==> src/logic/fdc_pkg.sv <==
// Constants, types and command tables shared by the FDC emulator
// Only Specify, Read Data and Write Data decode; sectors are 16 bytes
`default_nettype none

package fdc_pkg;

	localparam int SECTOR_BYTES = 16;	// Emulated sector length
	localparam int DCNT_W = $clog2(SECTOR_BYTES);
	localparam int FIFO_AW = 4;	// Exactly one sector per FIFO
	localparam logic [7:0] SIZE_CODE = 8'd2;	// N reported in results
	localparam logic [7:0] FILL_BYTE_RESET = 8'hE5;

	// Low five bits of the command byte
	localparam logic [4:0] OP_SPECIFY = 5'h03;
	localparam logic [4:0] OP_WRITE_DATA = 5'h05;
	localparam logic [4:0] OP_READ_DATA = 5'h06;

	localparam logic [3:0] SUP_FIFO_ADDR = 4'd0;	// Support side sector data port

	typedef logic [3:0] reg_idx_t;

	// Register map, shared by both read ports and the slot tables
	localparam reg_idx_t REG_SIZE = 4'd0;
	localparam reg_idx_t REG_SUP_STATUS = 4'd1;
	localparam reg_idx_t REG_HU = 4'd2;
	localparam reg_idx_t REG_HD = 4'd3;
	localparam reg_idx_t REG_TR = 4'd4;
	localparam reg_idx_t REG_SC = 4'd5;
	localparam reg_idx_t REG_LS = 4'd6;
	localparam reg_idx_t REG_FB = 4'd7;
	localparam reg_idx_t REG_S0 = 4'd8;
	localparam reg_idx_t REG_S1 = 4'd9;
	localparam reg_idx_t REG_S2 = 4'd10;
	localparam reg_idx_t REG_NM = 4'd12;
	localparam reg_idx_t REG_TP = 4'd13;
	localparam reg_idx_t REG_HRESULT = 4'd14;
	localparam reg_idx_t REG_NONE = 4'd15;	// Skip slot

	// Parameter and result byte orderings
	localparam logic [1:0] PP_NONE = 2'd0;
	localparam logic [1:0] PP_RW = 2'd1;
	localparam logic [1:0] RP_RW = 2'd0;
	localparam logic [1:0] RP_INVALID = 2'd1;

	typedef enum logic [2:0] {
		IDLE,
		PARAM,
		WAIT_SUP,	// Rendezvous with support CPU
		EXEC,
		PRERESULT,
		RESULT
	} fdc_state_e;

	typedef struct packed {
		logic invalid;
		logic [3:0] param_count;
		logic is_read;
		logic is_write;
		logic [2:0] result_count;
		logic repeats;	// Ends "not terminated"
		logic [1:0] param_pattern;
		logic [1:0] result_pattern;
	} cmd_attr_t;

	typedef struct packed {
		logic sel;	// 0 status, 1 data
		logic rd;
		logic wr;
		logic [7:0] data;
	} host_bus_t;

	typedef struct packed {
		logic [3:0] addr;
		logic rd;
		logic wr;
		logic [7:0] data;
	} sup_bus_t;

	function automatic cmd_attr_t cmd_decode(input logic [4:0] op);
		cmd_attr_t a;
		a = '0;
		case (op)
			OP_SPECIFY:
			begin
				a.param_count = 4'd2;	// SRT/HUT and HLT/ND, thrown away
				a.param_pattern = PP_NONE;
			end
			OP_READ_DATA, OP_WRITE_DATA:
			begin
				a.param_count = 4'd8;
				a.is_read = (op == OP_READ_DATA);
				a.is_write = (op == OP_WRITE_DATA);
				a.result_count = 3'd7;
				a.repeats = 1'b1;	// No EOT stop, so always unterminated
				a.param_pattern = PP_RW;
				a.result_pattern = RP_RW;
			end
			default:
			begin
				a.invalid = 1'b1;
				a.result_count = 3'd1;	// S0 only
				a.result_pattern = RP_INVALID;
			end
		endcase
		return a;
	endfunction

	function automatic reg_idx_t param_slot(input logic [1:0] ptn, input logic [2:0] pos);
		reg_idx_t idx;
		idx = REG_NONE;
		if (ptn == PP_RW)
		begin
			case (pos)
				3'd0: idx = REG_HU;
				3'd1: idx = REG_TR;
				3'd2: idx = REG_HD;
				3'd3: idx = REG_SC;
				3'd5: idx = REG_LS;
				default: idx = REG_NONE;	// N, GPL, DTL ignored
			endcase
		end
		return idx;
	endfunction

	function automatic reg_idx_t result_slot(input logic [1:0] ptn, input logic [2:0] pos);
		reg_idx_t idx;
		idx = REG_NONE;
		case (ptn)
			RP_RW:
			begin
				case (pos)
					3'd0: idx = REG_S0;
					3'd1: idx = REG_S1;
					3'd2: idx = REG_S2;
					3'd3: idx = REG_TR;
					3'd4: idx = REG_HD;
					3'd5: idx = REG_LS;
					3'd6: idx = REG_SIZE;
					default: idx = REG_NONE;
				endcase
			end
			RP_INVALID: idx = (pos == 3'd0) ? REG_S0 : REG_NONE;
			default: idx = REG_NONE;
		endcase
		return idx;
	endfunction

endpackage

`default_nettype wire

==> src/logic/fdc_byte_fifo.sv <==
// Show-ahead byte FIFO, head byte valid whenever not empty
// Push when full and pop when empty are dropped
`timescale 1ns/1ps
`default_nettype none

module fdc_byte_fifo
	import fdc_pkg::*;
#(
	parameter int DEPTH_AW = FIFO_AW
)
(
	input logic sup_clk_i,
	input logic reset_i,
	input logic flush_i,	// Empties like reset
	input logic push_i,
	input logic [7:0] din_i,
	input logic pop_i,
	output logic [7:0] dout_o,
	output logic empty_o,
	output logic full_o
);

	logic [7:0] mem [2**DEPTH_AW];
	logic [DEPTH_AW-1:0] wr_ptr;
	logic [DEPTH_AW-1:0] rd_ptr;
	logic [DEPTH_AW:0] count;	// One extra bit for full
	logic do_push;
	logic do_pop;

	assign empty_o = (count == '0);
	assign full_o = (count == (DEPTH_AW+1)'(2**DEPTH_AW));
	assign do_push = push_i && !full_o;
	assign do_pop = pop_i && !empty_o;
	assign dout_o = mem[rd_ptr];	// Head visible without a pop

	always_ff @(posedge sup_clk_i)
	begin
		if (do_push)
			mem[wr_ptr] <= din_i;
	end

	always_ff @(posedge sup_clk_i)
	begin
		if (reset_i || flush_i)
		begin
			wr_ptr <= '0;
			rd_ptr <= '0;
			count <= '0;
		end
		else
		begin
			if (do_push)
				wr_ptr <= wr_ptr + 1'b1;	// Wraps round the buffer
			if (do_pop)
				rd_ptr <= rd_ptr + 1'b1;
			if (do_push && !do_pop)
				count <= count + 1'b1;
			else if (do_pop && !do_push)
				count <= count - 1'b1;
		end
	end

endmodule

`default_nettype wire

==> src/logic/fdc_reg_file.sv <==
// Controller registers, status build and two indexed read ports
// Index 0 is the fixed size code, unmapped indices read 0xFF
`timescale 1ns/1ps
`default_nettype none

module fdc_reg_file
	import fdc_pkg::*;
(
	input logic sup_clk_i,
	input logic reset_i,
	input logic param_we_i,
	input reg_idx_t param_idx_i,
	input logic [7:0] param_data_i,
	input logic hresult_we_i,	// From support CPU
	input logic [7:0] hresult_data_i,
	input logic status_load_i,	// One pulse in PRERESULT
	input cmd_attr_t status_attr_i,
	input reg_idx_t host_idx_i,
	input reg_idx_t sup_idx_i,
	input logic [7:0] sup_status_i,
	output logic [7:0] host_rdata_o,
	output logic [7:0] sup_rdata_o
);

	logic [7:0] hu, hd, tr, sc, ls, fb, nm, tp;
	logic [7:0] hresult;
	logic [7:0] s0, s1, s2;
	logic [1:0] s0_ic;	// Interrupt code field of S0

	// First match wins
	always_comb
	begin
		if (status_attr_i.invalid)
			s0_ic = 2'b10;
		else if (hresult[0])
			s0_ic = 2'b11;	// Drive not ready
		else if (status_attr_i.repeats)
			s0_ic = 2'b01;	// Normal for a CPC read
		else
			s0_ic = 2'b00;
	end

	always_ff @(posedge sup_clk_i)
	begin
		if (reset_i)
		begin
			hu <= '0;
			hd <= '0;
			tr <= '0;
			sc <= '0;
			ls <= '0;
			fb <= FILL_BYTE_RESET;
			nm <= '0;
			tp <= '0;
			hresult <= '0;
			s0 <= '0;
			s1 <= '0;
			s2 <= '0;
		end
		else
		begin
			if (param_we_i)
			begin
				case (param_idx_i)
					REG_HU: hu <= param_data_i;
					REG_HD: hd <= param_data_i;
					REG_TR: tr <= param_data_i;
					REG_SC: sc <= param_data_i;
					REG_LS: ls <= param_data_i;
					REG_FB: fb <= param_data_i;
					REG_NM: nm <= param_data_i;
					REG_TP: tp <= param_data_i;
					default: ;	// Skip slot and read-only entries
				endcase
			end
			if (hresult_we_i)
				hresult <= hresult_data_i;
			if (status_load_i)
			begin
				// IC, no seek end, equip check, not ready, head and unit
				s0 <= {s0_ic, 1'b0, hresult[1], hresult[0], hu[2:0]};
				// EOT on any transfer, then write protect and no data
				s1 <= {status_attr_i.is_read | status_attr_i.is_write, 5'd0,
					hresult[3], hresult[2]};
				s2 <= 8'h00;
			end
		end
	end

	function automatic logic [7:0] reg_read(input reg_idx_t idx);
		case (idx)
			REG_SIZE: return SIZE_CODE;
			REG_SUP_STATUS: return sup_status_i;
			REG_HU: return hu;
			REG_HD: return hd;
			REG_TR: return tr;
			REG_SC: return sc;
			REG_LS: return ls;
			REG_FB: return fb;
			REG_S0: return s0;
			REG_S1: return s1;
			REG_S2: return s2;
			REG_NM: return nm;
			REG_TP: return tp;
			REG_HRESULT: return hresult;
			default: return 8'hFF;	// Includes old S3 slot
		endcase
	endfunction

	always_comb
	begin
		host_rdata_o = reg_read(host_idx_i);	// Result phase
		sup_rdata_o = reg_read(sup_idx_i);
	end

endmodule

`default_nettype wire

==> src/logic/fdc_sup_port.sv <==
// Support CPU register port, strobes are single cycle
// The wait toggle request reaches the controller one cycle after the write
`timescale 1ns/1ps
`default_nettype none

module fdc_sup_port
	import fdc_pkg::*;
(
	input logic sup_clk_i,
	input sup_bus_t sup_bus_i,
	input logic [7:0] reg_rdata_i,
	input logic [7:0] c2s_head_i,	// Host-written sector data
	input logic motor_i,
	input logic should_wait_i,
	input logic [4:0] opcode_i,
	input logic skip_i,
	output logic [7:0] sup_rdata_o,
	output reg_idx_t reg_idx_o,
	output logic [7:0] sup_status_o,
	output logic s2c_push_o,
	output logic c2s_pop_o,
	output logic hresult_we_o,
	output logic sup_toggle_o
);

	logic fifo_sel;
	logic toggle_req;

	assign fifo_sel = (sup_bus_i.addr == SUP_FIFO_ADDR);

	// Status seen by drive firmware at address 1
	assign sup_status_o = {motor_i, should_wait_i, skip_i, opcode_i};

	// Register file decodes all non-FIFO addresses
	assign reg_idx_o = sup_bus_i.addr;
	assign sup_rdata_o = fifo_sel ? c2s_head_i : reg_rdata_i;

	assign s2c_push_o = sup_bus_i.wr && fifo_sel;
	assign c2s_pop_o = sup_bus_i.rd && fifo_sel;	// Read consumes head
	assign hresult_we_o = sup_bus_i.wr && (sup_bus_i.addr == REG_HRESULT);

	// Bit 0 set at address 1 asks to release the host
	assign toggle_req = sup_bus_i.wr && (sup_bus_i.addr == REG_SUP_STATUS)
		&& sup_bus_i.data[0];

	always_ff @(posedge sup_clk_i)
	begin
		sup_toggle_o <= toggle_req;
	end

endmodule

`default_nettype wire

==> src/logic/fdc_cmd_ctrl.sv <==
// Command FSM for the host side, no back-pressure on data strobes
// Empty FIFO reads return 0xFF and still count toward the sector
`timescale 1ns/1ps
`default_nettype none

module fdc_cmd_ctrl
	import fdc_pkg::*;
(
	input logic sup_clk_i,
	input logic reset_i,
	input host_bus_t host_bus_i,
	input logic sup_toggle_i,
	input logic [7:0] s2c_head_i,
	input logic s2c_empty_i,
	input logic [7:0] reg_rdata_i,	// Selected by result_idx_o
	output logic [7:0] host_data_o,
	output logic activity_o,
	output logic should_wait_o,
	output logic [4:0] opcode_o,
	output logic skip_o,
	output logic flush_o,
	output logic s2c_pop_o,
	output logic c2s_push_o,
	output logic [7:0] c2s_data_o,
	output logic param_we_o,
	output reg_idx_t param_idx_o,
	output logic [7:0] param_data_o,
	output logic status_load_o,
	output cmd_attr_t attr_o,
	output reg_idx_t result_idx_o
);

	fdc_state_e state;
	cmd_attr_t attr;	// Latched at opcode write
	cmd_attr_t attr_new;
	logic [4:0] opcode;
	logic skip;
	logic [3:0] cnt;	// Parameter or result position
	logic [DCNT_W-1:0] data_cnt;
	logic host_flag;	// Toggled by controller
	logic sup_flag;	// Toggled by support CPU
	logic should_wait;
	logic data_rd, data_wr, data_stb;
	logic last_param, last_result, last_data;
	logic [7:0] main_status;

	assign should_wait = (host_flag != sup_flag);
	assign attr_new = cmd_decode(host_bus_i.data[4:0]);

	assign data_rd = host_bus_i.rd && host_bus_i.sel;
	assign data_wr = host_bus_i.wr && host_bus_i.sel;
	assign data_stb = attr.is_read ? data_rd : data_wr;	// Direction of transfer

	assign last_param = (cnt == attr.param_count - 4'd1);
	assign last_result = (cnt == {1'b0, attr.result_count} - 4'd1);
	assign last_data = (data_cnt == DCNT_W'(SECTOR_BYTES - 1));

	always_ff @(posedge sup_clk_i)
	begin
		if (reset_i)
		begin
			state <= IDLE;
			attr <= '0;
			opcode <= '0;
			skip <= 1'b0;
			cnt <= '0;
			data_cnt <= '0;
			host_flag <= 1'b0;
			sup_flag <= 1'b0;
		end
		else
		begin
			// Support may only release a pending wait
			if (sup_toggle_i && should_wait)
				sup_flag <= ~sup_flag;

			case (state)
				IDLE:
				begin
					if (data_wr)
					begin
						attr <= attr_new;
						opcode <= host_bus_i.data[4:0];
						skip <= host_bus_i.data[5];	// SK bit
						cnt <= '0;
						if (attr_new.invalid || attr_new.param_count == 4'd0)
							state <= PRERESULT;
						else
							state <= PARAM;
					end
				end
				PARAM:
				begin
					if (data_wr)
					begin
						if (last_param)
						begin
							if (attr.is_read)
							begin
								host_flag <= ~host_flag;	// Ask drive for the sector
								state <= WAIT_SUP;
							end
							else if (attr.is_write)
								state <= EXEC;
							else
								state <= PRERESULT;	// Specify
						end
						else
							cnt <= cnt + 4'd1;
					end
				end
				WAIT_SUP:
				begin
					if (!should_wait)
						state <= attr.is_read ? EXEC : PRERESULT;
				end
				EXEC:
				begin
					if (data_stb)
					begin
						data_cnt <= last_data ? '0 : data_cnt + 1'b1;
						if (last_data)
						begin
							if (attr.is_write)
							begin
								host_flag <= ~host_flag;	// Hand sector to drive
								state <= WAIT_SUP;
							end
							else
								state <= PRERESULT;
						end
					end
				end
				PRERESULT:
				begin
					cnt <= '0;	// S0..S2 load this cycle
					state <= (attr.result_count != 3'd0) ? RESULT : IDLE;
				end
				RESULT:
				begin
					if (data_rd)
					begin
						if (last_result)
							state <= IDLE;
						else
							cnt <= cnt + 4'd1;
					end
				end
				default: state <= IDLE;
			endcase
		end
	end

	// RQM, DIO, EXM, CB, drive busy bits unused
	assign main_status = {
		(state == IDLE) || (state == PARAM) || (state == EXEC) || (state == RESULT),
		(state == RESULT) || ((state == EXEC) && attr.is_read),
		(state == EXEC),
		(state != IDLE),
		4'b0000
	};

	always_comb
	begin
		if (!host_bus_i.sel)
			host_data_o = main_status;
		else if (state == EXEC && attr.is_read)
			host_data_o = s2c_empty_i ? 8'hFF : s2c_head_i;	// Underrun reads 0xFF
		else if (state == RESULT)
			host_data_o = reg_rdata_i;
		else
			host_data_o = 8'hFF;
	end

	assign activity_o = (state == WAIT_SUP) && should_wait;
	assign should_wait_o = should_wait;
	assign opcode_o = opcode;
	assign skip_o = skip;
	assign flush_o = (state == IDLE);	// Both FIFOs start each command empty

	assign s2c_pop_o = (state == EXEC) && attr.is_read && data_rd;
	assign c2s_push_o = (state == EXEC) && attr.is_write && data_wr;
	assign c2s_data_o = host_bus_i.data;

	assign param_we_o = (state == PARAM) && data_wr;
	assign param_idx_o = param_slot(attr.param_pattern, cnt[2:0]);
	assign param_data_o = host_bus_i.data;

	assign status_load_o = (state == PRERESULT);
	assign attr_o = attr;
	assign result_idx_o = result_slot(attr.result_pattern, cnt[2:0]);

endmodule

`default_nettype wire

==> src/logic/fdc_top.sv <==
// FDC emulator top, single clock, host and support buses are strobe based
// Full flags and the c2s empty flag are not used by the controller
`timescale 1ns/1ps
`default_nettype none

module fdc_top
	import fdc_pkg::*;
(
	input logic sup_clk_i,
	input logic reset_i,
	input host_bus_t host_bus_i,
	input sup_bus_t sup_bus_i,
	input logic motor_i,
	output logic [7:0] host_data_o,
	output logic activity_o,
	output logic [7:0] sup_data_o
);

	logic should_wait;
	logic [4:0] opcode;
	logic skip;
	logic flush;
	logic s2c_pop, s2c_push, s2c_empty;
	logic [7:0] s2c_head;
	logic c2s_push, c2s_pop;
	logic [7:0] c2s_data, c2s_head;
	logic param_we;
	reg_idx_t param_idx;
	logic [7:0] param_data;
	logic status_load;
	cmd_attr_t attr;
	reg_idx_t result_idx, sup_idx;
	logic [7:0] host_rdata, sup_rdata;
	logic [7:0] sup_status;
	logic hresult_we;
	logic sup_toggle;

	fdc_cmd_ctrl fdc_cmd_ctrl_i (
		.sup_clk_i(sup_clk_i),
		.reset_i(reset_i),
		.host_bus_i(host_bus_i),
		.sup_toggle_i(sup_toggle),
		.s2c_head_i(s2c_head),
		.s2c_empty_i(s2c_empty),
		.reg_rdata_i(host_rdata),
		.host_data_o(host_data_o),
		.activity_o(activity_o),
		.should_wait_o(should_wait),
		.opcode_o(opcode),
		.skip_o(skip),
		.flush_o(flush),
		.s2c_pop_o(s2c_pop),
		.c2s_push_o(c2s_push),
		.c2s_data_o(c2s_data),
		.param_we_o(param_we),
		.param_idx_o(param_idx),
		.param_data_o(param_data),
		.status_load_o(status_load),
		.attr_o(attr),
		.result_idx_o(result_idx)
	);

	fdc_reg_file fdc_reg_file_i (
		.sup_clk_i(sup_clk_i),
		.reset_i(reset_i),
		.param_we_i(param_we),
		.param_idx_i(param_idx),
		.param_data_i(param_data),
		.hresult_we_i(hresult_we),
		.hresult_data_i(sup_bus_i.data),
		.status_load_i(status_load),
		.status_attr_i(attr),
		.host_idx_i(result_idx),
		.sup_idx_i(sup_idx),
		.sup_status_i(sup_status),
		.host_rdata_o(host_rdata),
		.sup_rdata_o(sup_rdata)
	);

	fdc_sup_port fdc_sup_port_i (
		.sup_clk_i(sup_clk_i),
		.sup_bus_i(sup_bus_i),
		.reg_rdata_i(sup_rdata),
		.c2s_head_i(c2s_head),
		.motor_i(motor_i),
		.should_wait_i(should_wait),
		.opcode_i(opcode),
		.skip_i(skip),
		.sup_rdata_o(sup_data_o),
		.reg_idx_o(sup_idx),
		.sup_status_o(sup_status),
		.s2c_push_o(s2c_push),
		.c2s_pop_o(c2s_pop),
		.hresult_we_o(hresult_we),
		.sup_toggle_o(sup_toggle)
	);

	// Drive to host, read sector data
	fdc_byte_fifo #(.DEPTH_AW(FIFO_AW)) s2c_fifo_i (
		.sup_clk_i(sup_clk_i),
		.reset_i(reset_i),
		.flush_i(flush),
		.push_i(s2c_push),
		.din_i(sup_bus_i.data),
		.pop_i(s2c_pop),
		.dout_o(s2c_head),
		.empty_o(s2c_empty),
		.full_o()
	);

	// Host to drive, write sector data
	fdc_byte_fifo #(.DEPTH_AW(FIFO_AW)) c2s_fifo_i (
		.sup_clk_i(sup_clk_i),
		.reset_i(reset_i),
		.flush_i(flush),
		.push_i(c2s_push),
		.din_i(c2s_data),
		.pop_i(c2s_pop),
		.dout_o(c2s_head),
		.empty_o(),
		.full_o()
	);

endmodule

`default_nettype wire

==> config.mk <==
export PLATFORM = sky130hd
export DESIGN_NAME = fdc_top
export DESIGN_NICKNAME = d
export VERILOG_FILES = /design/src/logic/fdc_pkg.sv /design/src/logic/fdc_byte_fifo.sv /design/src/logic/fdc_reg_file.sv /design/src/logic/fdc_sup_port.sv /design/src/logic/fdc_cmd_ctrl.sv /design/src/logic/fdc_top.sv
export SDC_FILE = /design/constraint.sdc
export NUM_CORES = 1
export LEC_CHECK = 0
export BUFFER_PORTS_ARGS = -buffer_cell sky130_fd_sc_hd__buf_4
export CORE_MARGIN = 8
export CORE_UTILIZATION = 56
export CTS_CLUSTER_SIZE = 28
export DETAILED_ROUTE_END_ITERATION = 10
export PLACE_DENSITY = 0.75
export SETUP_SLACK_MARGIN = 0.3
export SYNTH_ARGS = -nofsm -noshare
export SYNTH_HDL_FRONTEND = slang
export SYNTH_SLANG_ARGS = --single-unit
export TNS_END_PERCENT = 5
==> constraint.sdc <==
create_clock -name sup_clk_i -period 3.15 [get_ports sup_clk_i]
set_clock_uncertainty 0.05 [all_clocks]
set_input_delay 0.1575 -clock sup_clk_i [delete_from_list [all_inputs] [get_ports sup_clk_i]]
set_output_delay 0.1575 -clock sup_clk_i [all_outputs]
set_load 0.01 [all_outputs]
After elaboration in Yosys (flattened, before gate mapping)
Memories as Yosys holds them, arrays and structs flattened. A register that Yosys moved wholly into a read port is not among the register bits.
Cells that the tools add are included.
Cells by class
  add/subtract/negate cells: 12
  multipliers: 0
  div/mod/pow operators: 0
  $lt $le $gt $ge: 0
  equality and inequality tests: 68
  shift operators: 0
  muxes and demuxes: 64
  bitwise operators: 3
  reductions and logical operators: 65
Operators with widths (count)
  one-hot mux 8 bit (14 select lines): 1
  one-hot mux 8 bit (13 select lines): 1
  equality test 4 bit, second input constant: 15
  equality test 4 x 3 -> 1 bit, second input constant: 12
  2-to-1 mux 3 bit: 15
  2-to-1 mux 4 bit: 11
  2-to-1 mux 8 bit: 5
  one-hot mux 4 bit (7 select lines): 1
  adder 4 x 1 -> 4 bit, second input constant: 6
  equality test 4 x 2 -> 1 bit, second input constant: 6
  logical AND 1 bit: 22
  2-to-1 mux 5 bit: 4
  one-hot mux 4 bit (5 select lines): 1
  AND reduction 2 bit: 10
  one-hot mux 3 bit (6 select lines): 1
  2-to-1 mux 1 bit: 16
  != test 2 x 1 -> 1 bit, second input constant: 8
  one-hot mux 4 bit (2 select lines): 2
  one-hot mux 4 bit (4 select lines): 1
  equality test 3 bit, second input constant: 5
  equality test 3 x 2 -> 1 bit, second input constant: 4
  zero test 4 bit: 3
  adder 5 x 1 -> 5 bit, second input constant: 2
  equality test 5 x 3 -> 1 bit, second input constant: 2
  29 further kinds: 58
Storage, ports and cells
  register bits after elaboration: 143
  latch bits: 0
  memory bits (writable): 256
  bits in read-only memories: 0
  bits of input ports: 28
  output and inout port bits: 17
  logic and storage cells: 247
  memories: 2
Memory list
  c2s_fifo_i.mem: depth 16, width 8, rd ports 1, clocked after Yosys merged registers in 1, wr ports 1, RTL line fdc_byte_fifo.sv:23  | logic [7:0] mem [2**DEPTH_AW];
  s2c_fifo_i.mem: depth 16, width 8, rd ports 1, clocked after Yosys merged registers in 1, wr ports 1, RTL line fdc_byte_fifo.sv:23

Longest topological paths before layout
Gate-level depths: netlist (run 1).
  depth in word-level cells: 8
  mapped depth: 14
  gate-level depth less buffers: 13

Cells and area by module
Synthesis (run 1) repeated with hierarchy kept, for this count alone.
Second synthesis, totals
  cells, all modules: 1498
  area, all modules: 18816.8 sq um
By module, submodules not included
  fdc_byte_fifo: instances 2, cells each 310, area an instance 5723.0 sq um, sequential area each 4184.0 sq um
  fdc_reg_file: instances 1, cells each 578, area an instance 5038.6 sq um, sequential area each 1641.6 sq um
  fdc_cmd_ctrl: instances 1, cells each 271, area an instance 2069.5 sq um, sequential area each 500.5 sq um
  fdc_sup_port: instances 1, cells each 29, area an instance 262.8 sq um, sequential area each 20.0 sq um

Worst setup path after synthesis (run 1)
OpenSTA, ideal clock, no wires.
  path kind: register -> register
  from: register fdc_cmd_ctrl_i.state[0]
  to: register s2c_fifo_i.count[4]
  setup time: 70 ps
  arrival: 2876 ps
  required time: 3030 ps
  setup slack: 153 ps
  stages on the path, launching flop included: 14
  path buffers: 1
  clock period less this slack: 2997 ps
  path through: dfxtp_1 -> clkbuf_1 -> and3b_1 -> o211ai_2 -> nor2_1 -> clkinv_1 -> ha_1 -> inv_1 -> ha_1 -> a21o_1 -> a21oi_1 -> xnor2_1 -> or3_1 -> a21oi_1
On the way
  word-level cells in the longest chain between the ends: 7
  elaborated cells between the ends (all ways): 11
  those cells by class: eq/ne (1); mux (1); reduce/logical (9)
RTL lines
  start: declaration: RTL line fdc_cmd_ctrl.sv:33  | fdc_state_e state;
  start signal: assignment: RTL line fdc_cmd_ctrl.sv:115  | state <= attr.is_read ? EXEC : PRERESULT;
  start signal: assignment: RTL line fdc_cmd_ctrl.sv:137  | state <= (attr.result_count != 3'd0) ? RESULT : IDLE;
  equality test 3 x 2 -> 1 bit: RTL line fdc_cmd_ctrl.sv:181  | assign s2c_pop_o = (state == EXEC) && attr.is_read && data_rd;
  logical AND 1 bit (2 in a row): RTL line fdc_cmd_ctrl.sv:181
  logical AND 1 bit: RTL line fdc_byte_fifo.sv:33  | assign do_pop = pop_i && !empty_o;
  zero test 1 bit: RTL line fdc_byte_fifo.sv:56  | if (do_push && !do_pop)
  logical AND 1 bit: RTL line fdc_byte_fifo.sv:56
  2-to-1 mux 5 bit / nonzero test 2 bit (equally long branches)
  end signal: assignment: RTL line fdc_byte_fifo.sv:57  | count <= count + 1'b1;
  end signal: assignment: RTL line fdc_byte_fifo.sv:59  | count <= count - 1'b1;
  end: declaration: RTL line fdc_byte_fifo.sv:26  | logic [DEPTH_AW:0] count;
Several ways; a longest one is shown, not always the timed one.
A chain may end at the register's enable or synchronous reset.

==> summary.md, run 1 <==
| Metric | Value |
|---|---|
| Status | finished, final reports clean |
| GP Congestion | 1.022 |
| PnR worst setup slack | 0.07032 ns |
| Crit path max fanout | 10 |
| Finished Cell Area | 0.02092 mm^2 |
| GRT overflow | 0 |
| Share of cells above drive strength 1 | 23.12% |
| Placed cell areas | 0.01891 mm^2 |
| Die Height | 195.4 um |
| Syn Area/Cell | 13.08 um^2 |
| Slew Limit Fails | 0 |
| Wire length of the first global-routing pass | 72920 um |
| Multi-input logic area | 0.007183 mm^2 |
| Fmax achieved | 324.7 MHz |
| Setup CP Type | flip-flop to output pin |
| Post-route ant nets | 0 |
| Clk_lat worst skew | 0.55 ns |
| Via count | 12210 |
| Clk Tree Root Cell | clkbuf_16 |
| Max H-tree Level | 2 |
| Initial drt markers | 1100 |
| Die width | approximately 200 um |
| Worst setup endpoint | host_data_o[7] |
| RR Endpoint | s2c_fifo_i.count[4]$_SDFFE_PP0P_ |
| Critical Path AT | between 2 and 3 ns |
| # setup viols final | 0 |
| Share of synthesized registers carrying an async set or reset | 0% |
| Hold Path Class | input pin to flip-flop |
| Clk sinks | 399 |
| P&R area growth vs syn | 16.03% |
| TritonRoute pass-1 iters | 6 |
| EDFF count, synth | ~260 |
| # DRC | 0 |
| Dpl hpwl | approximately 33000 um |
| Fin crit share | 97.77% |
| R2r setup slk | 0.20 ns |
| Core Area | 0.03164 mm^2 |
| Fin nets | 1531 |
| Storage cell area | 0.01056 mm^2 |
| LEAKAGE | about 7.3 nW |
| Final Hold Vio Count | 0 |
| Max Cap Viol | 0 |
| Largest net degree at the start of global routing | 66 |
| Die area | about 0.038 mm^2 |
| Antenna cells | 0 |
| Antenna violations before repair | 1 |
| Pre-CTS setup slack | 0.2269 ns |
| Clk pin slew, worst setup/hold paths | around 0.06 ns |
| Post-Route WL | 48050 um |
| CTS Buf Count | 40 |
| Seq/Total Area, Yosys | 58.51% |
| PwrDens | 575.8 mW/mm^2 |
| Ys flop type | edfxtp_1 |
| I/O pin cnt | 45 |
| RSZ-0062 raised after global routing | yes |
| Mapped cell area | 0.01803 mm^2 |
| Number of core rows | 65 |
| Yosys cell types | 92 |
| Slew @ Worst Pin | 0.8687 ns |
| Relative slew margins | a little over two fifths |
| RR Startpoint | s2c_fifo_i.count[0]$_SDFFE_PP0P_ |
| I/O Buffers | 44 |
| Max IR drop VDD | 0.0006707 V |
| Yosys synthesis warning count | 0 |
| Initial Utilization | 56.99% |
| Synth Net Count | 1435 |
| Total power | 12.05 mW |
| Startpoint types | flip-flop |
| Vias in the first global route | 11870 |
| Finished Core Util | 66.13% |
| Worst reg2reg path depth | 12 |
| Tmin final | approximately 3.1 ns |
| WL/cell | around 25 um |
| Filler Cell Count | around 2200 |
| Vias per inst | 6.403 |
| #FFs+latches synth | 399 |
| Worst Setup End Kind | output pin |
| Worst EP required | 2.94 ns |
| Gate Count Post-Synth | 1379 |
| Clk buf depth | 3 |
| CTS tree | done |
| Gr usage total | approximately a quarter |
layer usage:
layer | routed length (um) | global-route usage [%] | part of all wire (%) | vias to the layer above
met1 | 19680 | 34.25 | 41 | 6024
met2 | 22440 | 39.55 | 47 | 653
met5 | 0 | 0 | 0 | -
li1 | - | - | - | 5407
met4 | 2042 | 9.770 | 4.2 | 0
met3 | 3885 | 3.594 | 8.1 | 127
power by group:
part / switching, mW / internal, mW / leakage (nW) / total, mW
clock: 2.01 / 2.82 / 0.669 / 4.82
combinational: 1.02 / 0.547 / 3.19 / 1.56
sequential: 0.0576 / 5.60 / 3.46 / 5.66
state kept, by name, indices dropped and copies added, names as in the netlist, 5 cells and up, named ones only:
signal                   cells
c2s_fifo_i.mem             128
fdc_reg_file_i.hd            8
fdc_cmd_ctrl_i.opcode_o      5
s2c_fifo_i.mem             128
fdc_reg_file_i.fb            8
s2c_fifo_i.count             5
fdc_reg_file_i.s0            7
fdc_reg_file_i.tp            8
fdc_reg_file_i.nm            8
fdc_reg_file_i.tr            8
fdc_reg_file_i.hu            8
fdc_cmd_ctrl_i.attr_o        7
fdc_reg_file_i.ls            8
fdc_reg_file_i.hresult       8
fdc_reg_file_i.sc            8
c2s_fifo_i.count             5
kinds of logic after synthesis:
| kind of cell | after synthesis | share of synthesized area (%) |
|---|---|---|
| AND/OR/NAND/NOR | 398 | 10.96 |
| flip-flops | 399 | 58.51 |
| adder cells (fa/ha/maj) | 28 | 2.026 |
| buffers and inverters | 128 | 3.220 |
| multiplexers | 158 | 14.42 |
| AO/OA/AOI/OAI | 240 | 9.507 |
| XOR/XNOR | 28 | 1.360 |
placed cells by master (no fill, tap or decap), drive strengths merged, types with 7 or more instances in the layout:
cell         count
a211oi           8
a221oi           9
o21ai           38
nand3           19
a211o            7
nor2b           26
mux2i           73
inv             43
or3              9
a21o            11
nand3b           9
clkbuf          48
a21oi           66
edfxtp         256
buf            122
dlygate4sd3     18
nand2           81
nand2b           7
and2            22
dfxtp          143
a22o             7
a22oi           17
nor3            31
clkinv          18
a31oi           17
nor2           152
xnor2           12
xor2            16
mux4            81
ha              26
worst max-delay path, cell delays in order, from the launching register on:
cell and delay (ns):
dfxtp_4 0.38, buf_12 0.15, mux4_2 0.57, mux4_2 0.51
or3_1 0.34, o31ai_2 0.11, a31oi_1 0.10, buf_4 0.16
how the worst min path moves through the flow:
stage,start,to,slack (ns),cells past startpoint
floorplan,host_bus_i[0],c2s_fifo_i.mem[0][0]$_DFFE_PP_,0.21,0
global placement,sup_bus_i[8],fdc_sup_port_i.sup_toggle_o$_DFF_P_,0.39,3
detailed placement,sup_bus_i[8],fdc_sup_port_i.sup_toggle_o$_DFF_P_,0.38,3
CTS,reset_i,fdc_cmd_ctrl_i.data_cnt[1]$_SDFFE_PP0P_,0.01,2
global route,reset_i,fdc_cmd_ctrl_i.data_cnt[2]$_SDFFE_PP0P_,0.03,2
finish,reset_i,fdc_cmd_ctrl_i.data_cnt[0]$_SDFFE_PP0P_,0.02,2
what timing repair did:
item	in CTS	in global routing
endpoints found under the setup margin	18	20
hold buffers	18	0
resized for setup	48	26
setup buffers	11	9
hold endpoints to repair	267	0
pin swaps	11	19
through the flow:
stage               TNS (ns)  cells  hold slack [ns]
floorplan                  0   1379           0.2064
global placement           0   1797           0.3889
detailed placement         0   1797           0.3819
CTS                        0   1898         0.009975
global route        -0.01207   1907          0.02503
finish                     0   1907          0.01565
final cells by class:
cell class	instances	area share, %
clock buffers	48	4.976
clock inverters	24	1.477
inverters	42	0.7655
multi-input cells	852	34.33
flip-flops and latches	399	50.49
well taps	402	2.404
repair buffers	140	5.556
cells in the mapped netlist, drive strengths merged (11+ instances only):
cell type / n / area (um^2)
a21o: 11 / 82.58
a21oi: 66 / 334.1
a22oi: 17 / 127.6
a31oi: 17 / 106.4
and2: 22 / 142.6
buf: 44 / 265.2
clkbuf: 42 / 157.7
dfxtp: 143 / 2863
edfxtp: 256 / 7687
ha: 26 / 325.3
inv: 41 / 153.9
mux2i: 73 / 730.7
mux4: 81 / 1824
nand2: 81 / 304.0
nand3: 19 / 100.1
nor2: 152 / 573.1
nor2b: 26 / 170.2
nor3: 31 / 170.2
o21ai: 38 / 197.7
xnor2: 12 / 105.1
xor2: 16 / 140.1
No activity file was read; power rests on OpenSTA's default activity.
==> run 2, diff against run 1 <==
--- a/config.mk
+++ b/config.mk
@@ -6,13 +6,16 @@
 export NUM_CORES = 1
 export LEC_CHECK = 0
 export BUFFER_PORTS_ARGS = -buffer_cell sky130_fd_sc_hd__buf_4
+export CELL_PAD_IN_SITES_DETAIL_PLACEMENT = 1
+export CELL_PAD_IN_SITES_GLOBAL_PLACEMENT = 1
 export CORE_MARGIN = 8
-export CORE_UTILIZATION = 56
+export CORE_UTILIZATION = 47
 export CTS_CLUSTER_SIZE = 28
 export DETAILED_ROUTE_END_ITERATION = 10
-export PLACE_DENSITY = 0.75
+export PLACE_DENSITY = 0.8
 export SETUP_SLACK_MARGIN = 0.3
 export SYNTH_ARGS = -nofsm -noshare
 export SYNTH_HDL_FRONTEND = slang
+export SYNTH_HIERARCHICAL = 1
 export SYNTH_SLANG_ARGS = --single-unit
 export TNS_END_PERCENT = 5
==> summary.md, run 2 <==
| Metric | Value |
|---|---|
| Status | finished with violations |
| Failing checks | setup timing |
| Synth Net Count | 1544 (+7.6%) |
| RR Startpoint | fdc_cmd_ctrl_i/state[2]$_SDFFE_PP0P_ |
| Post-Route WL | 58010 um (+21%) |
| GRT overflow | 0 (unchanged) |
| Clk Tree Root Cell | clkbuf_16 |
| # DRC | 0 (unchanged) |
| Worst Setup End Kind | output pin |
| Initial Utilization | 47.41% (-9.6 points) |
| Fmax achieved | 279.2 MHz (-14%) |
| RSZ-0062 raised after global routing | yes |
| Startpoint types | flip-flop |
| CTS tree | done |
| Fin nets | 1622 (+5.9%) |
| Critical Path AT | 3.37 ns (+0.50 ns) |
| PwrDens | 544.4 mW/mm^2 (-5.5%) |
| I/O pin cnt | 45 (unchanged) |
| Clk buf depth | 3 (unchanged) |
| Worst EP required | 2.94 ns (about the same) |
| Die area | 0.04654 mm^2 (+22%) |
| Dpl hpwl | 38780 um (+18%) |
| Clk_lat worst skew | 0.57 ns (+0.02 ns) |
| Gate Count Post-Synth | 1487 (+7.8%) |
| Biggest regs | c2s_fifo_i/mem (128), s2c_fifo_i/mem (128) |
| Hold Path Class | input pin to flip-flop |
| Setup CP Type | flip-flop to output pin |
| Hold path start | host_bus_i[8] |
| Max H-tree Level | 2 (unchanged) |
| # setup viols final | 8 (+8) |
| Mapped cell area | 0.01875 mm^2 (+4.0%) |
| Largest net degree at the start of global routing | 47 (-29%) |
| Post-route ant nets | 0 (unchanged) |
| Wire length of the first global-routing pass | 86420 um (+19%) |
| Number of core rows | 73 (+12%) |
| Pre-CTS setup slack | -0.06283 ns (-0.2898 ns) |
| Antenna cells | 0 (unchanged) |
| Max IR drop VDD | 0.0005850 V (-13%) |
| TritonRoute pass-1 iters | 5 (-1) |
| Gr usage total | 24.16% (-0.71 points) |
| Tmin final | 3.581 ns (+0.5016 ns) |
| Fin crit share | 113.7% (+16 points) |
| Die width | 215.7 um (+10%) |
| WHS | 0.1324 ns (+0.1168 ns) |
| P&R area growth vs syn | 17.44% |
| Vias in the first global route | 13910 (+17%) |
| Initial drt markers | 1495 (+36%) |
| Most frequent cells in the layout | edfxtp_1, nor2_1, dfxtp_1 |
| Vias per inst | 6.237 (-2.6%) |
| Clk pin slew, worst setup/hold paths | 0.06 ns (about the same) |
| Total power | 11.99 mW (-0.50%) |
| Max Cap Viol | 0 (unchanged) |
| Via count | 13240 (+8.4%) |
| R2r setup slk | 0.30 ns (+0.10 ns) |
| Share of cells above drive strength 1 | 26.60% (+3.5 points) |
| Syn Area/Cell | 12.61 um^2 (-3.6%) |
| I/O Buffers | 44 (unchanged) |
| RR Endpoint | c2s_fifo_i/count[3]$_SDFFE_PP0P_ |
| CTS Buf Count | 43 (+7.5%) |
| Final Hold Vio Count | 0 (unchanged) |
| Clk sinks | 398 (-0.25%) |
| Hold path cells | 4 (+2) |
| Relative slew margins | 28.47% (-13 points) |
| Core Area | 0.03955 mm^2 (+25%) |
| LEAKAGE | 7.637 nW (+4.4%) |
| Beginning of the critical path | fdc_cmd_ctrl_i/cnt[1]$_SDFFE_PP0P_ |
| Filler Cell Count | 3896 (+75%) |
| Placed cells | 1998 (+11%) |
| PnR worst setup slack | -0.4313 ns (-0.5016 ns) |
| Slew @ Worst Pin | 1.069 ns (+0.2003 ns) |
| Crit path max fanout | 8 (-2) |
| GP Congestion | 0.9068 (-11%) |
| Yosys synthesis warning count | 6 (+6) |
| Slew Limit Fails | 0 (unchanged) |
| Worst hold endpoint | fdc_cmd_ctrl_i/attr_o[5]$_SDFFE_PP0P_ |
| Placed cell areas | 0.01967 mm^2 (+4.0%) |
| Worst reg2reg path depth | 11 (-1) |
| WL/cell | 27.32 um (+8.4%) |
| Fin cells | 2123 (+11%) |
| Die Height | 215.7 um (+10%) |
| Commonest non-fill, non-tap cell in the layout | edfxtp_1 |
| Antenna violations before repair | 1 (unchanged) |
| Finished Cell Area | 0.02202 mm^2 (+5.2%) |
==> run 2: critical path: stages (launching register included) <==
cell and delay (ns):
dfxtp_4 0.38, buf_4 0.15, ha_4 0.19, nor2_4 0.11, o22ai_2 0.09, a32oi_4 0.33, buf_12 0.20, clkinvlp_4 0.13
buf_6 0.16, a21oi_1 0.23, o221ai_1 0.19, a22o_1 0.28, o221a_2 0.23, buf_4 0.14
==> run 2: metrics by stage <==
step	utilization [%]	TNS, ns
5_1_grt	55.67	-3.457
6_report	55.67	-2.784
3_3_place_gp	49.73	0
2_1_floorplan	-	0
4_1_cts	54.78	-2.421
3_5_place_dp	49.73	-0.1229
==> run 2: routing by layer <==
metal | global-route usage, % | part of all wire [%] | vias to the layer above
met2 | 38.54 | 47 | 562
li1 | - | - | 5781
met1 | 32.09 | 41 | 6768
met3 | 5.469 | 7.8 | 129
met4 | 8.670 | 3.6 | 2
met5 | 0 | 0.022 | -
==> run 2: how the worst max path moves through the flow <==
stage / to / slack, ns / cells after the start
2_1_floorplan: host_data_o[5] / 0.31 / 16
3_3_place_gp: host_data_o[5] / 0.1 / 14
3_5_place_dp: host_data_o[7] / -0.06 / 15
4_1_cts: host_data_o[7] / -0.33 / 15
5_1_grt: host_data_o[0] / -0.50 / 13
6_report: host_data_o[0] / -0.43 / 13
==> run 2: power breakdown <==
part           switching [mW]  internal [mW]  leakage, nW
sequential             0.0669           5.58         3.45
combinational           0.893          0.630         3.53
clock                    2.09           2.72        0.653
==> run 2: repair_timing <==
| action | CTS | global route |
|---|---|---|
| hold buffers | 18 | 0 |
| buffers inserted | 18 | 6 |
| pin swaps | 22 | 39 |
| resized for setup | 69 | 62 |
| hold endpoints to repair | 290 | 0 |
| setup endpoints to repair | 19 | 36 |
| cloned | 3 | 2 |
==> run 2: cell type report <==
class	instances	area [um^2]	area share [%]
clock buffer	51	1126	5.114
multi-input combinational	916	7750	35.20
inverter	30	121.4	0.5512
sequential	398	10550	47.90
timing repair buffer	176	1614	7.330
clock inverter	27	203.9	0.9262
tap	525	656.9	2.983
